### src/design/dmem_defines.svh
// size and timing constants for the banked data memory
// included by the package and by every module that needs a width
// the bank split and the access delay are derived from these values

`ifndef DMEM_DEFINES_SVH
`define DMEM_DEFINES_SVH

// one data word
`define DWORD_SIZE_BITS 32

// words per cache block
`define DBLOCK_SIZE_WORDS 4

// whole block in bits, 128 with the values above
`define DBLOCK_SIZE_BITS (`DWORD_SIZE_BITS * `DBLOCK_SIZE_WORDS)

// total number of blocks held by the memory
`define DMEM_SIZE_BLOCKS 64

// two interleaved banks share the blocks evenly
`define DMEM_BANK_BLOCKS (`DMEM_SIZE_BLOCKS / 2)

// block address width, log2 of the block count
`define DMEM_BLOCK_ADDR_SIZE 6

// delay counter width
// the counter saturates at all-ones, so 2 bits give a 3 cycle delay
// before the registered answer
`define DMEM_DELAY_CNTR_SIZE 2

`endif
### src/design/dmem_pkg.sv
// shared types of the banked data memory
// modules pull these in with a wildcard import in their header
// block is a packed union so it can be used flat or per word

`include "dmem_defines.svh"

package dmem_pkg;

	// one memory word
	typedef logic [`DWORD_SIZE_BITS-1:0] dword_t;

	// a whole block, seen either as a flat vector or as words
	// word 0 lands in the low bits of the flat view
	typedef union packed
	{
		logic [`DBLOCK_SIZE_BITS-1:0] bits;
		dword_t [`DBLOCK_SIZE_WORDS-1:0] words;
	} dblock_u;

	// block address as the caller gives it
	typedef logic [`DMEM_BLOCK_ADDR_SIZE-1:0] block_addr_t;

	// address inside one bank, bit 0 of the block address is dropped
	typedef logic [`DMEM_BLOCK_ADDR_SIZE-2:0] bank_addr_t;

	// request seen by one bank
	// strobes are levels held by the caller until the answer comes
	typedef struct packed
	{
		logic ren;
		logic wen;
		bank_addr_t addr;
		dblock_u din;
	} dmem_req_t;

	// answer from one bank
	// ready flags read data, done flags a stored write
	typedef struct packed
	{
		logic ready;
		logic done;
		dblock_u dout;
	} dmem_rsp_t;

endpackage

### src/design/bank_steer.sv
// steering between the caller and the two interleaved banks
// block address bit 0 picks the bank, the upper bits address inside it
// only the chosen bank sees a strobe, the other one stays idle
// the chosen bank's answer is passed straight back to the caller

`timescale 1ns/100ps

`include "dmem_defines.svh"

module bank_steer
	import dmem_pkg::*;
(
	input logic ren,
	input logic wen,
	input block_addr_t block_address,
	input dblock_u din,
	output dmem_req_t req0,
	output dmem_req_t req1,
	input dmem_rsp_t rsp0,
	input dmem_rsp_t rsp1,
	output logic ready,
	output logic done,
	output dblock_u dout
);

	logic bank_sel;
	bank_addr_t bank_addr;

	// even blocks live in bank 0, odd blocks in bank 1
	assign bank_sel = block_address[0];
	assign bank_addr = block_address[`DMEM_BLOCK_ADDR_SIZE-1:1];

	// request side
	// address and data go to both banks, only the strobes are steered
	always_comb
	begin
		req0.addr = bank_addr;
		req0.din = din;
		req1.addr = bank_addr;
		req1.din = din;

		// bank 0 strobes
		req0.ren = ren && !bank_sel;
		req0.wen = wen && !bank_sel;

		// bank 1 strobes
		req1.ren = ren && bank_sel;
		req1.wen = wen && bank_sel;
	end

	// response side
	// no register here, the banks already register ready and done
	// moving the address to the other bank switches the answer at once,
	// so ready falls until the new bank finishes its own delay
	always_comb
	begin
		if (bank_sel)
		begin
			ready = rsp1.ready;
			done = rsp1.done;
			dout = rsp1.dout;
		end
		else
		begin
			ready = rsp0.ready;
			done = rsp0.done;
			dout = rsp0.dout;
		end
	end

endmodule

### config.mk
export PLATFORM = sky130hd
export DESIGN_NAME = bank_steer
export DESIGN_NICKNAME = d
export VERILOG_FILES = /design/src/design/dmem_pkg.sv /design/src/design/bank_steer.sv
export VERILOG_INCLUDE_DIRS = /design/src /design/src/design
export SDC_FILE = /design/constraint.sdc
export NUM_CORES = 1
export LEC_CHECK = 0
export BUFFER_PORTS_ARGS = -buffer_cell sky130_fd_sc_hd__buf_4
export CAP_MARGIN = 20
export CORE_AREA = 2 2 307 309
export DETAILED_ROUTE_END_ITERATION = 10
export DIE_AREA = 0 0 309 311
export MAX_ROUTING_LAYER = met4
export PLACE_DENSITY = 0.3
export SETUP_SLACK_MARGIN = 0.15
export SLEW_MARGIN = 20
export SYNTH_ARGS = -nofsm -noshare
export SYNTH_HDL_FRONTEND = slang
export SYNTH_SLANG_ARGS = --single-unit
### constraint.sdc
create_clock -name vclk -period 1.35
set_clock_uncertainty 0.1 [all_clocks]
set_input_delay 0.2025 -clock vclk [all_inputs]
set_output_delay 0.2025 -clock vclk [all_outputs]
set_load 0.01 [all_outputs]
Word level (Yosys, flattened, before mapping)
Cells that the tools add are included.
Widths: inputs -> output; s select.
{ "totals": {"memories": 0, "latch_bits": 0, "romBits": 0, "output_inout_bits": 400, "regBits": 0, "ram_bits": 0} }
{ "classes": {"shift": 0, "magnitude_cmp": 0, "add_sub_neg": 0, "eq_ne": 0, "n_mux": 3, "div": 0, "n_reduce_logical": 5, "n_mul": 0, "n_bitwise": 0} }
{ "ops": {"columns": ["cell", "count"], "rows": [
  ["$mux 128", 1],
  ["$logic_and 1x1->1", 4],
  ["$mux 1", 2],
  ["$logic_not 1->1", 1]
]} }

Longest topological paths before layout
Gate-level depths: netlist of run 1.
{ "depth": {"ltp_word": 2, "depth_mapped": 4} }

Worst setup path before layout of run 1
OpenSTA, ideal clock, no wires.
{ "synth_path": {"path_type": "input to output", "startpoint": "input block_address[0]", "endpoint": "output dout[100] in the netlist's numbering", "cell_stages": 4, "n_path_buf": 3, "path_slack_ns": 0.127, "required_time_ns": 1.048, "arrival_time_ns": 0.920, "path_cell_list": "buf_6 buf_6 buf_6 mux2_4"} }
{ "synth_lines": {"columns": ["element", "line_no", "text"], "rows": [
  ["from (decl)", "bank_steer.sv:15", "input block_addr_t block_address,"],
  ["to (decl)", "bank_steer.sv:23", "output dblock_u dout"]
]} }

==> key figures, run 1 <==
STA
  • Slew @ Worst Pin: 0.157 ns
  • Final setup viols: 131
  • Fin crit share: 109%
  • Final hold vios: 0
  • Slew margin rel.: 89.6%
  • Setup TNS: -9.82 ns
  • WHS: 0.305 ns
  • Unrepaired setup endpoints after global routing: true
  • Tmin final: 1.48 ns
  • Final Max Slew Viols: 0
  • Min setup slack post-route: -0.127 ns
  • Fmax achieved: 0.677 GHz

Final layout
  • FILL cells: 10903
  • Clock buffer cells: 0
  • Layout Utilization: 7.64%
  • Area grow syn2layout: 85.6%
  • Number of sequential cells: 0
  • Share of layout cells above drive strength 1: 100%
  • FF/Latch Area: 0 um^2
  • Nets@finish: 962

Hold path
  • Worst hold path type: input pin to primary output

Worst setup path
  • Crit path DAT: 1.17 ns
  • Crit Path Class: input pin to primary output
  • Critical Path Source Type: input pin
  • Worst path required time: 1.05 ns
  • Maximum fanout along the worst path: 14
  • Crit. End Element: primary output

Synth
  • Share of the synthesized area in the top cell type: 52.3%
  • Mean area per synthesized cell: 9.21 um^2
  • Count leader, synth: buf_4
  • Yosys top cell by area: buf_4
  • Synth Cell Area: 0.00382 mm^2
  • Post-Syn Instances: 415
  • Register area share after synthesis: 0%
  • Netlist cell types: 7
  • Post-synth top cells: buf_4, mux2_2, mux2_4
  • Net Count, Synth: 811
  • Synth area leaders: buf_4, mux2_4, mux2_2, buf_6, buf_2
  • Number of synthesis warnings: 0

Placement
  • Detailed placer's ending HPWL: 16.5 mm
  • Number of I/O port buffers: 397
  • Final Wtd Congestion: 0.825

Global routing
  • Initial antenna violation count: 4
  • Largest net degree at the start of global routing: 22
  • Grt total ovfl: 0
  • Tot GR Track Use: 3.37%
  • Number of global-route vias before repair: 3784
  • First-pass GRT wire length: 23.1 mm

Power
  • Pwr dens: 305 mW/mm^2
  • Clock network power share: 0%
  • Sw power: 0.000712 W
  • Static leakage: 3.13 nW
  • Cell internal pwr: 0.00145 W
  • Sequential fraction of design power: 0%
  • Combinational share of power: 100.0%
  • Switching share of power: 33.0%
  • Maximum VDD drop: 0.000126 V

Drt
  • Post-route ant nets: 0
  • DR iter-0 viols: 61
  • Residual DRC: 0
  • Wire length per cell: 10.5 um
  • Vias per inst: 1.89
  • DR vias: 3437
  • WL final: 19.1 mm
  • Pre-antenna DRT Iters: 3

Floorplan
  • Top-level I/O count: 796
  • Initial core utilization: 4.12%
  • Die X: 309 um
  • Site row count: 112
  • Core outline area: 0.0928 mm^2
  • Die extent in y: 311 um
  • Die area: 0.0961 mm^2

Outcome
  • Outcome: finished, violations left
  • Failing checks: negative setup slack

Clock tree
  • Hold_buf cts: 0

Job
  • Max-cap violations: 0
==> worst max-delay path, stage by stage <==
cell,delay [ns]
buf_12,0.10
buf_16,0.15
clkbuf_16,0.19
mux2_2,0.33
buf_4,0.14
==> routing by layer <==
layer	GRT usage (%)	vias up	wire [um]
met2	6.12	558	9430
met3	2.09	27	3450
met1	2.70	1451	5550
met4	1.27	0	715
li1	-	1401	-
met5	-	-	0
==> power groups by stage <==
stage          Combinational (W)       Clock (W)  Sequential, W
6_report                 0.00216  0.000000000299              0
3_5_place_dp             0.00193               0              0
5_1_grt                  0.00229  0.000000000298              0
3_3_place_gp             0.00195               0              0
2_1_floorplan            0.00153               0              0
4_1_cts                  0.00207               0              0
==> worst paths after layout <==
kind | from | to | cells after the start
max | block_address[0] | dout[65] | 5
min | din[99] | req0[99] | 0
==> layout by cell type (no fill, tap or decap), types with 3 or more instances in the layout <==
cell type / synthesis / final
buf_12: 0 / 5
buf_16: 0 / 5
clkbuf_16: 0 / 4
buf_8: 0 / 4
diode_2: 0 / 3
mux2_4: 56 / 85
buf_4: 266 / 360
buf_6: 8 / 52
mux2_2: 74 / 45
==> cell families after synthesis <==
group                  share of synthesized area (%)
and+or+nand+nor                                0.655
buffers and inverters                           55.5
muxes                                           43.8
==> cell type report <==
class,instances,area (um^2),area share (%)
Timing Repair Buffer,430,3690,52.0
Antenna cell,3,7.51,0.106
Multi-Input combinational cell,134,1830,25.8
Tap cell,1254,1570,22.1
==> metrics by stage <==
stage	power, W	instance area (um^2)	worst slack [ns]	instances
3_5_place_dp	0.00193	6480	-0.160	1807
3_3_place_gp	0.00195	6480	-0.157	1807
6_report	0.00216	7090	-0.127	1821
4_1_cts	0.00207	6780	-0.135	1812
2_1_floorplan	0.00153	3850	0.143	415
5_1_grt	0.00229	7090	-0.161	1821
==> what timing repair did <==
action,in CTS,in global routing
setup endpoints to repair,132,132
gates cloned,2,4
resized for setup,58,47
pin swaps,0,0
setup buffers,3,2
(Power assumes the default switching activity.)
==> run 2, diff against run 1 <==
--- a/config.mk
+++ b/config.mk
@@ -11,8 +11,8 @@
 export CORE_AREA = 2 2 307 309
 export DETAILED_ROUTE_END_ITERATION = 10
 export DIE_AREA = 0 0 309 311
-export MAX_ROUTING_LAYER = met4
 export PLACE_DENSITY = 0.3
+export RECOVER_POWER = 25
 export SETUP_SLACK_MARGIN = 0.15
 export SLEW_MARGIN = 20
 export SYNTH_ARGS = -nofsm -noshare
==> key figures, run 2 (synthesis gave the netlist of run 1 again) <==
Placement
  • Number of I/O port buffers: 397
  • Setup Slack @ Placement: -0.160 ns
  • Detailed placer's ending HPWL: 16.5 mm
  • Final Wtd Congestion: 0.813

Global routing
  • Largest net degree at the start of global routing: 22
  • Number of global-route vias before repair: 3769
  • First-pass GRT wire length: 23.3 mm
  • Initial antenna violation count: 4
  • Tot GR Track Use: 3.29%
  • Grt total ovfl: 0

STA
  • Fmax achieved: 0.677 GHz
  • Tmin final: 1.48 ns
  • Slew @ Worst Pin: 0.157 ns
  • Final hold vios: 0
  • Slew margin rel.: 89.5%
  • Setup TNS: -9.91 ns
  • Final setup viols: 131
  • Min setup slack post-route: -0.128 ns
  • Unrepaired setup endpoints after global routing: true
  • Final Max Slew Viols: 0
  • Fin crit share: 109%

Worst setup path
  • Critical Path Source Type: input pin
  • Crit-path slowest cell: mux2_2
  • Crit path DAT: 1.18 ns
  • Crit Path Class: input pin to primary output
  • Crit. End Element: primary output
  • Worst path required time: 1.05 ns
  • Slowest Stage Delay on Critical Path: 0.33 ns
  • Maximum fanout along the worst path: 14
  • Cells along the critical path: buf_12 -> buf_16 -> clkbuf_16 -> mux2_2 -> buf_4

Final layout
  • Clock buffer cells: 0
  • Share of layout cells above drive strength 1: 100%
  • Number of sequential cells: 0
  • Area grow syn2layout: 85.7%
  • Layout Utilization: 7.65%
  • Nets@finish: 962
  • Commonest non-fill, non-tap cell in the layout: buf_4
  • FILL cells: 10901
  • Most frequent cells in the layout: buf_4, mux2_4, buf_6, mux2_2
  • FF/Latch Area: 0 um^2

Hold path
  • Hold-critical path depth: 0
  • Worst hold path type: input pin to primary output
  • Hold EP: req0[99]
  • Hold Startpoint: din[99]

Drt
  • Residual DRC: 0
  • Wire length per cell: 10.5 um
  • Vias per inst: 1.89
  • Post-route ant nets: 0
  • DR iter-0 viols: 68
  • DR vias: 3447
  • Pre-antenna DRT Iters: 4
  • WL final: 19.2 mm

Floorplan
  • Site row count: 112
  • Die X: 309 um
  • Top-level I/O count: 796
  • Die area: 0.0961 mm^2
  • Die extent in y: 311 um
  • Core outline area: 0.0928 mm^2
  • Initial core utilization: 4.12%

Outcome
  • Failing checks: negative setup slack
  • Outcome: finished, violations left

Power
  • Pwr dens: 304 mW/mm^2
  • Maximum VDD drop: 0.000125 V
  • Static leakage: 3.13 nW

Job
  • Max-cap violations: 0

Clock tree
  • Hold_buf cts: 0
-- run 2: changes by cell type in the layout (fill, tap and decap cells not counted) --
| cell | before | now |
|---|---|---|
| diode_2 | 3 | 5 |
-- run 2: how the worst max path moves through the flow --
stage,from,to,cells after the start
after CTS,block_address[0],dout[66],5
final,block_address[0],dout[65],5
after global routing,block_address[0],dout[68],5
after global placement,block_address[0],dout[120],5
after floorplan,block_address[0],dout[100],4
after detailed placement,block_address[0],dout[123],5
-- run 2: critical path, delay by kind of cell --
family                 cells  cell delay (ns)
buffers and inverters      4             0.58
muxes                      1             0.33
-- run 2: cell type report --
type               count  area [um^2]  share of cell area, %
well taps           1254         1570                   22.1
multi-input cells    134         1830                   25.8
diodes                 5         12.5                  0.176
repair buffers       430         3690                   51.9
-- run 2: per-stage QoR --
stage	total power (W)	cells	area [um^2]	hold slack, ns
floorplan	0.00153	415	3850	0.397
global placement	0.00195	1807	6480	0.305
detailed placement	0.00193	1807	6480	0.305
CTS	0.00207	1812	6780	0.305
global route	0.00229	1821	7090	0.305
finish	0.00216	1823	7100	0.305
-- run 2: metal layers --
metal	track usage, %	wire length, um	up-vias
met5	0.404	52	-
met4	1.27	750	2
met3	2.39	3740	29
met2	6.18	9430	574
met1	2.49	5200	1438
li1	-	-	1404
-- run 2: timing repair --
item                       4_1_cts  5_1_grt
buffers inserted                 3        2
gates resized for setup         58       47
setup endpoints to repair      132      132
cloned                           2        4
-- run 2: power by group --
group | leakage, nW | total [W] | switching, W | internal (W)
Combinational | 3.13 | 0.00216 | 0.000713 | 0.00145
Sequential | 0 | 0 | 0 | 0
Clock | 0.0000317 | 0.000000000500 | 0 | 0.000000000500
Total | 3.13 | 0.00216 | 0.000713 | 0.00145
