===== src/design/dmem_defines.svh =====
// size and timing constants for the banked data memory
// included by the package and by every module that needs a width
// the bank split and the access delay are derived from these values

`ifndef DMEM_DEFINES_SVH
`define DMEM_DEFINES_SVH

// one data word
`define DWORD_SIZE_BITS 32

// words per cache block
`define DBLOCK_SIZE_WORDS 4

// whole block in bits, 128 with the values above
`define DBLOCK_SIZE_BITS (`DWORD_SIZE_BITS * `DBLOCK_SIZE_WORDS)

// total number of blocks held by the memory
`define DMEM_SIZE_BLOCKS 64

// two interleaved banks share the blocks evenly
`define DMEM_BANK_BLOCKS (`DMEM_SIZE_BLOCKS / 2)

// block address width, log2 of the block count
`define DMEM_BLOCK_ADDR_SIZE 6

// delay counter width
// the counter saturates at all-ones, so 2 bits give a 3 cycle delay
// before the registered answer
`define DMEM_DELAY_CNTR_SIZE 2

`endif

===== src/design/dmem_pkg.sv =====
// shared types of the banked data memory
// modules pull these in with a wildcard import in their header
// block is a packed union so it can be used flat or per word

`include "dmem_defines.svh"

package dmem_pkg;

	// one memory word
	typedef logic [`DWORD_SIZE_BITS-1:0] dword_t;

	// a whole block, seen either as a flat vector or as words
	// word 0 lands in the low bits of the flat view
	typedef union packed
	{
		logic [`DBLOCK_SIZE_BITS-1:0] bits;
		dword_t [`DBLOCK_SIZE_WORDS-1:0] words;
	} dblock_u;

	// block address as the caller gives it
	typedef logic [`DMEM_BLOCK_ADDR_SIZE-1:0] block_addr_t;

	// address inside one bank, bit 0 of the block address is dropped
	typedef logic [`DMEM_BLOCK_ADDR_SIZE-2:0] bank_addr_t;

	// request seen by one bank
	// strobes are levels held by the caller until the answer comes
	typedef struct packed
	{
		logic ren;
		logic wen;
		bank_addr_t addr;
		dblock_u din;
	} dmem_req_t;

	// answer from one bank
	// ready flags read data, done flags a stored write
	typedef struct packed
	{
		logic ready;
		logic done;
		dblock_u dout;
	} dmem_rsp_t;

endpackage


===== src/design/dmem_bank.sv =====
// one bank of the block data memory
// answers a held read or write after the fixed access delay
// a read held on this bank keeps answering at once for new addresses
// write data is taken on the first edge of the request and stored on the grant

`timescale 1ns/100ps

`include "dmem_defines.svh"

module dmem_bank
	import dmem_pkg::*;
(
	input logic clock,
	input logic reset,
	input dmem_req_t req,
	output dmem_rsp_t rsp
);

	// block storage, one row of words per block
	dword_t mem [0:`DMEM_BANK_BLOCKS-1][0:`DBLOCK_SIZE_WORDS-1];

	// write data capture
	dblock_u wdata_q;
	logic cap_valid;

	logic rd_req;
	logic wr_req;
	logic cnt_clear;
	logic expired;
	logic rd_grant;
	logic wr_grant;

	logic ready_q;
	logic done_q;
	dblock_u rd_block;

	// exactly one strobe makes a legal request
	assign rd_req = req.ren && !req.wen;
	assign wr_req = req.wen && !req.ren;

	// idle or both strobes high, the delay stays at zero
	assign cnt_clear = !(rd_req || wr_req);

	delay_counter delay_cntr
	(
		.clock   (clock),
		.clear   (cnt_clear),
		.reset   (reset),
		.expired (expired)
	);

	// counter state is one edge old, so the strobes gate the grant too
	assign rd_grant = expired && rd_req;
	assign wr_grant = expired && wr_req;

	// registered answer, one edge after the grant
	always_ff @(posedge clock or negedge reset)
	begin
		if (!reset)
		begin
			ready_q <= 1'b0;
			done_q <= 1'b0;
		end
		else
		begin
			ready_q <= rd_grant;
			done_q <= wr_grant;
		end
	end

	// capture flag, set on the first edge of a write
	// cleared as soon as the write request goes away
	always_ff @(posedge clock or negedge reset)
	begin
		if (!reset)
		begin
			cap_valid <= 1'b0;
		end
		else
		begin
			cap_valid <= wr_req;
		end
	end

	// din is taken once per write request
	always_ff @(posedge clock)
	begin
		if (wr_req && !cap_valid)
		begin
			wdata_q <= req.din;
		end
	end

	// store on the grant edge, the same edge that raises done
	// a held write stores the same captured block again
	always_ff @(posedge clock)
	begin
		if (wr_grant)
		begin
			for (int i = 0; i < `DBLOCK_SIZE_WORDS; i++)
			begin
				mem[req.addr][i] <= wdata_q.words[i];
			end
		end
	end

	// read data follows the address while ready is up, zero otherwise
	always_comb
	begin
		rd_block = '0;
		if (ready_q)
		begin
			for (int i = 0; i < `DBLOCK_SIZE_WORDS; i++)
			begin
				rd_block.words[i] = mem[req.addr][i];
			end
		end
	end

	assign rsp = '{ready: ready_q, done: done_q, dout: rd_block};

endmodule


===== src/design/delay_counter.sv =====
// access delay counter for one memory bank
// counts up while a legal request is held and sticks at all-ones
// expired tells the bank that the access delay has run out

`timescale 1ns/100ps

`include "dmem_defines.svh"

module delay_counter
(
	input logic clock,
	input logic clear,
	input logic reset,
	output logic expired
);

	logic [`DMEM_DELAY_CNTR_SIZE-1:0] count;

	// saturated counter means the delay is over
	assign expired = &count;

	always_ff @(posedge clock or negedge reset)
	begin
		if (!reset)
		begin
			count <= '0;
		end
		else if (clear)
		begin
			// idle or illegal request keeps the delay from starting
			count <= '0;
		end
		else if (!expired)
		begin
			count <= count + 1'b1;
		end
	end

endmodule


===== config.mk =====
export PLATFORM = sky130hd
export DESIGN_NAME = dmem_bank
export DESIGN_NICKNAME = d
export VERILOG_FILES = /design/src/design/dmem_pkg.sv /design/src/design/dmem_bank.sv /design/src/design/delay_counter.sv
export VERILOG_INCLUDE_DIRS = /design/src /design/src/design
export SDC_FILE = /design/constraint.sdc
export NUM_CORES = 2
export LEC_CHECK = 0
export BUFFER_PORTS_ARGS = -buffer_cell sky130_fd_sc_hd__buf_4
export CELL_PAD_IN_SITES_DETAIL_PLACEMENT = 1
export CELL_PAD_IN_SITES_GLOBAL_PLACEMENT = 1
export CORE_UTILIZATION = 35
export CTS_CLUSTER_SIZE = 8
export DETAILED_ROUTE_END_ITERATION = 16
export GPL_TIMING_DRIVEN = 0
export PLACE_DENSITY_LB_ADDON = 0.25
export SYNTH_ARGS = -nofsm -noshare
export SYNTH_HDL_FRONTEND = slang
export SYNTH_SLANG_ARGS = --single-unit

===== constraint.sdc =====
create_clock -name clock -period 29.2 [get_ports clock]
set_input_delay 1.46 -clock clock [delete_from_list [all_inputs] [get_ports clock]]
set_output_delay 1.46 -clock clock [all_outputs]
set_load 0.05 [all_outputs]

# After elaboration in Yosys (flattened, before gate mapping)
# Memories as Yosys holds them, arrays and structs flattened.
# Cells that the tools add are included.
[word_totals]
register_bits = 133
mem_bits_rw = 4096
input_bits = 137
word_cells = 23
memories = 1
[classes]
add_sub_neg = 1
n_eq_ne = 1
mux = 5
reduce_logical = 10
[mem_list]
columns = ["name", "words", "word_bits", "rd", "rd_ports_with_merged_regs", "write_ports", "line_no", "source"]
rows = [
  ["mem", 32, 128, 1, 0, 1, "dmem_bank.sv:20", "dword_t mem [0:`DMEM_BANK_BLOCKS-1][0:`DBLOCK_SIZE_WORDS-1];"],
]
[ops]
columns = ["cell", "count"]
rows = [
  ["128-bit two-way mux", 1],
  ["1-bit logical AND", 5],
  ["2-bit two-way mux", 2],
  ["1-bit zero test", 3],
  ["2-bit by 1-bit adder with 2-bit output (second input constant)", 1],
  ["1-bit two-way mux", 2],
  ["2-bit inequality test (second input constant)", 1],
  ["2-bit AND reduction", 1],
  ["1-bit logical OR", 1],
]

# Logic depth before layout (Yosys ltp)
[depth]
ltp_word = 5
depth_mapped = 8
ltp_nobuf = 5

# Hierarchy
# From an unflattened synthesis, not the netlist that was laid out.
[hier_totals]
hier_cells = 8236
area_unflattened_um2 = 159083.8
[by_module_without_submodules]
columns = ["module", "instances", "cells_per_inst", "area_each_um2", "seq_area_each_um2"]
rows = [
  ["dmem_bank", 1, 8229, 158995.0, 126916.7],
  ["delay_counter", 1, 7, 88.8, 50.0],
]

# Least setup slack after synthesis
# No wires, ideal clock.
[synth_timing]
path_kind = "input to register"
from = "input req[134] in the netlist's numbering"
to = "memory mem[24][0] in the netlist's numbering (enable)"
arrival_ns = 11.180
required_ns = 28.428
slack_ns = 17.247
path_stages = 7
path_buffers = 2
path_cell_list = "inv_1 > ha_1 > and2_1 > clkbuf_1 > or3b_2 > clkbuf_1 > nor3_1"
[synth_between]
elab_chain_cells = 5
[synth_rtl]
columns = ["element", "line_no", "source"]
rows = [
  ["start: declaration", "dmem_bank.sv:15", "input dmem_req_t req,"],
  ["1-bit zero test", "dmem_bank.sv:39", "assign wr_req = req.wen && !req.ren;"],
  ["1-bit logical AND", "dmem_bank.sv:39", ""],
  ["via wr_req", "dmem_bank.sv:27", "logic wr_req;"],
  ["1-bit logical AND", "dmem_bank.sv:54", "assign wr_grant = expired && wr_req;"],
  ["via wr_grant", "dmem_bank.sv:31", "logic wr_grant;"],
  ["1-bit two-way mux", "dmem_bank.sv:98", "if (wr_grant)"],
  ["1-bit two-way mux (implied by the code)", "dmem_bank.sv:102", "mem[req.addr][i] <= wdata_q.words[i];"],
  ["end: declaration", "dmem_bank.sv:20", ""],
]
# The timed path passes the listed nets, and every way through them passes these cells.

==> results.yml <==
clock_network:
  hold_buffers: 0
  post_cts_buffers: 0
  cts_resized: 0
  clkSinkCount: 4229
  htreeDepth: 6
  insertion_delay_ns: 1.05
  clockBufferDepth: 4
  cts_buffers: 600
  cts_tree: "yes"
  cts_root_buf: "clkbuf_16"
  path_clk_slew_ns: 0.04
critical_path:
  reg2reg_slack_ns: 24.83
  crit_path_start_kind: "input port"
  slowest_stage: "nor4_1"
  timing.rr.end: "mem[25][89]$_DFFE_PP_"
  slowest_delay_ns: 1.10
  crit_path_end_kind: "primary output"
  critical_path.startpoint: "req[129]"
  worstPathArrival_ns: 5.78
  ff2ff_path_depth: 10
  cp.required_ns: 27.74
  cp_max_fo: 16
  critPathTopFamily: "buffers and inverters"
  cp.buffers_inverters: 5
  critPathKind: "in -> out"
  r2r-start: "delay_cntr.count[0]$_DFFE_PN0P_"
  timing.critical_path.mode_cell: "buf_4"
  cp_cell_sequence: "buf_4 -> buf_4 -> buf_2 -> buf_2 -> mux2i_1 -> o22ai_1 -> nor4_1 -> a21boi_1 -> buf_4"
grt:
  grt_pass1_wl_mm: 675
  grt_max_degree: 33
  antenna_found_initial: 43
  grt_util_all_layers: 0.205
  grt_overflow: 0
  grt_pass1_vias: 89273
worst_hold_path:
  hold_class: "in -> async"
timing:
  clock.fmax_mhz: 138
  setup_tns_ns: 0
  setup_slack_ns: 21.96
  post-route-min-period_ns: 7.24
  finalSetupViolations: 0
  worst_pin_slew_ns: 1.50
  skew_ns: 0.0549
  finalCritPeriodShare: 0.248
  hold_viol: 0
  slew_violations: 1
  relSlewSlack: -0.00783
  rsz0062_at_grt: "no"
power_and_ir_drop:
  leakage_nw: 65.2
  powerDensity_nw_per_um2: 70.3
  ir_worst_vdd_uv: 58.7
yosys:
  syn_area_sq_um: 159000
  synth_compound_area_frac: 0.0463
  synth_top_cell_by_area: "edfxtp_1"
  synth_edf_count: 4224
  synthTopCellsByArea: "edfxtp_1 80%, mux2i_1 13%, o22ai_1 4.0%, nor4_1 1.0%, buf_2 0.93%"
  yosysMostFrequentCell: "edfxtp_1"
  synth_top_area_frac: 0.797
  synth-xor-area-share: 0.0000550
  ys_types: 28
  ys.flop_type: "edfxtp_1"
  yosysWarnings: 0
  netlist_instances: 8236
  syn_area_per_cell_sq_um: 19.3
  syn-num-nets: 8376
  ys_async_sr_fraction: 0.00118
  synth-seq-cells: 4229
  synthAdderAreaFrac: 0.000236
  yosysSeqAreaShare: 0.798
  synth.mux.area_fraction: 0.129
  synthTopCellsByCount: "4,224 x edfxtp_1, 2,049 x mux2i_1, 1,024 x o22ai_1"
  synth_top_family_by_area: "multiplexers"
  synthSimpleGateAreaFrac: 0.0125
floorplan:
  pin_count: 267
  initial_core_util: 0.352
  die-height_um: 676
  die_area_sq_um: 457000
  rows: 247
  die_w_um: 676
  coreArea_sq_um: 452000
final_layout:
  syn_to_final_growth_pct: 19.7
  fill_cells: 43001
  final_nets: 9517
  layout-drive-gt1-share: 0.164
routing:
  dr.pass1.iters: 5
  drt_iter0_drc: 7390
  via_per_inst: 5.45
  remaining_drc_errors: 0
  num_vias: 84345
  ant_nets: 0
  wl_per_cell_um: 31.2
  routed_wirelength_mm: 483
status:
  status: "finished, violations left"
  violations: "max-capacitance violations, max-slew violations"
place:
  gp_congestion: 0.751
  dp_hpwl_mm: 323
  buffer_ports.inserted: 264
  dp_worst_setup_slack_ns: 21.85
flow_run:
  max_cap_violations: 1
[layout make-up]
cell class              instances  area (sq um)  area share
clock inverters                56          1000     0.00526
multi-input cells            3527         30200       0.158
flip-flops and latches       4229        127000       0.667
plain buffers                 478          2240      0.0118
well taps                    5976          7480      0.0393
clock buffers                 619         15300      0.0801
inverters                       2          7.51   0.0000394
diodes                         53           133    0.000696
repair buffers                539          7180      0.0377
[registers in the layout, summed over array words and instances, names as in the netlist]
| register | flops |
|---|---|
| done_q | 1 |
| delay_cntr.count | 2 |
| wdata_q | 128 |
| ready_q | 1 |
| cap_valid | 1 |
| mem | 4096 |
[layer usage]
metal / vias up / wire (um) / track usage
li1: 36045 / - / -
met4: 4 / 14000 / 0.0636
met2: 2748 / 238000 / 0.349
met5: - / 34 / 0
met1: 44845 / 205000 / 0.272
met3: 703 / 26700 / 0.0292
[per-stage QoR]
stage                     cell area, sq um  hold WS, ns   util  power, W  std cells
final                               190000        0.218  0.421    0.0134      15479
after detailed placement            174000        0.561  0.385   0.00732      14748
after global placement              169000        0.518  0.373   0.00731      14476
after CTS                           190000        0.137  0.421    0.0135      15423
after floorplan                     159000        0.493      -   0.00709       8236
after global routing                190000        0.187  0.421    0.0138      15440
[placed cells by master (no fill, tap or decap), types with 3 or more instances in the layout]
cell | Yosys | routed
nand4b_1 | 4 | 4
inv_6 | 0 | 7
buf_8 | 0 | 6
nand4bb_1 | 6 | 6
clkbuf_16 | 0 | 608
clkinv_16 | 0 | 11
edfxtp_1 | 4224 | 4224
inv_16 | 0 | 10
nor3_2 | 0 | 4
mux2i_1 | 2049 | 2049
or3b_2 | 3 | 3
buf_16 | 0 | 54
nand3b_1 | 4 | 4
nor2_4 | 0 | 28
buf_4 | 9 | 279
buf_1 | 22 | 22
dfrtp_1 | 5 | 5
a21boi_1 | 128 | 128
buf_6 | 4 | 68
clkinv_8 | 0 | 22
o22ai_1 | 1024 | 1024
nor4_1 | 256 | 255
ha_1 | 3 | 3
clkbuf_1 | 148 | 155
clkbuf_4 | 0 | 3
buf_12 | 0 | 142
nor2_1 | 31 | 3
diode_2 | 0 | 53
clkinv_1 | 0 | 3
buf_2 | 295 | 297
or4b_1 | 4 | 4
[how the worst max path moves through the flow]
stage / to / slack [ns] / cells past startpoint
after floorplan: mem[24][0]$_DFFE_PP_ / 17.25 / 7
after global placement: mem[27][89]$_DFFE_PP_ / 3.60 / 6
after detailed placement: rsp[103] / 21.85 / 9
after CTS: rsp[103] / 21.77 / 9
after global routing: rsp[104] / 21.87 / 9
final: rsp[104] / 21.96 / 9
[power by group]
part / internal [W] / switching (W)
combinational: 0.000157 / 0.000300
clock: 0.00369 / 0.00250
sequential: 0.00668 / 0.0000620
total: 0.0105 / 0.00286
[cell families after synthesis]
kind of cell | Yosys count
simple gates | 322
compound gates | 1152
fa+ha+maj | 3
flops | 4229
mux | 2049
xor+xnor | 1
buf+inv | 480
(Power assumes the default switching activity.)
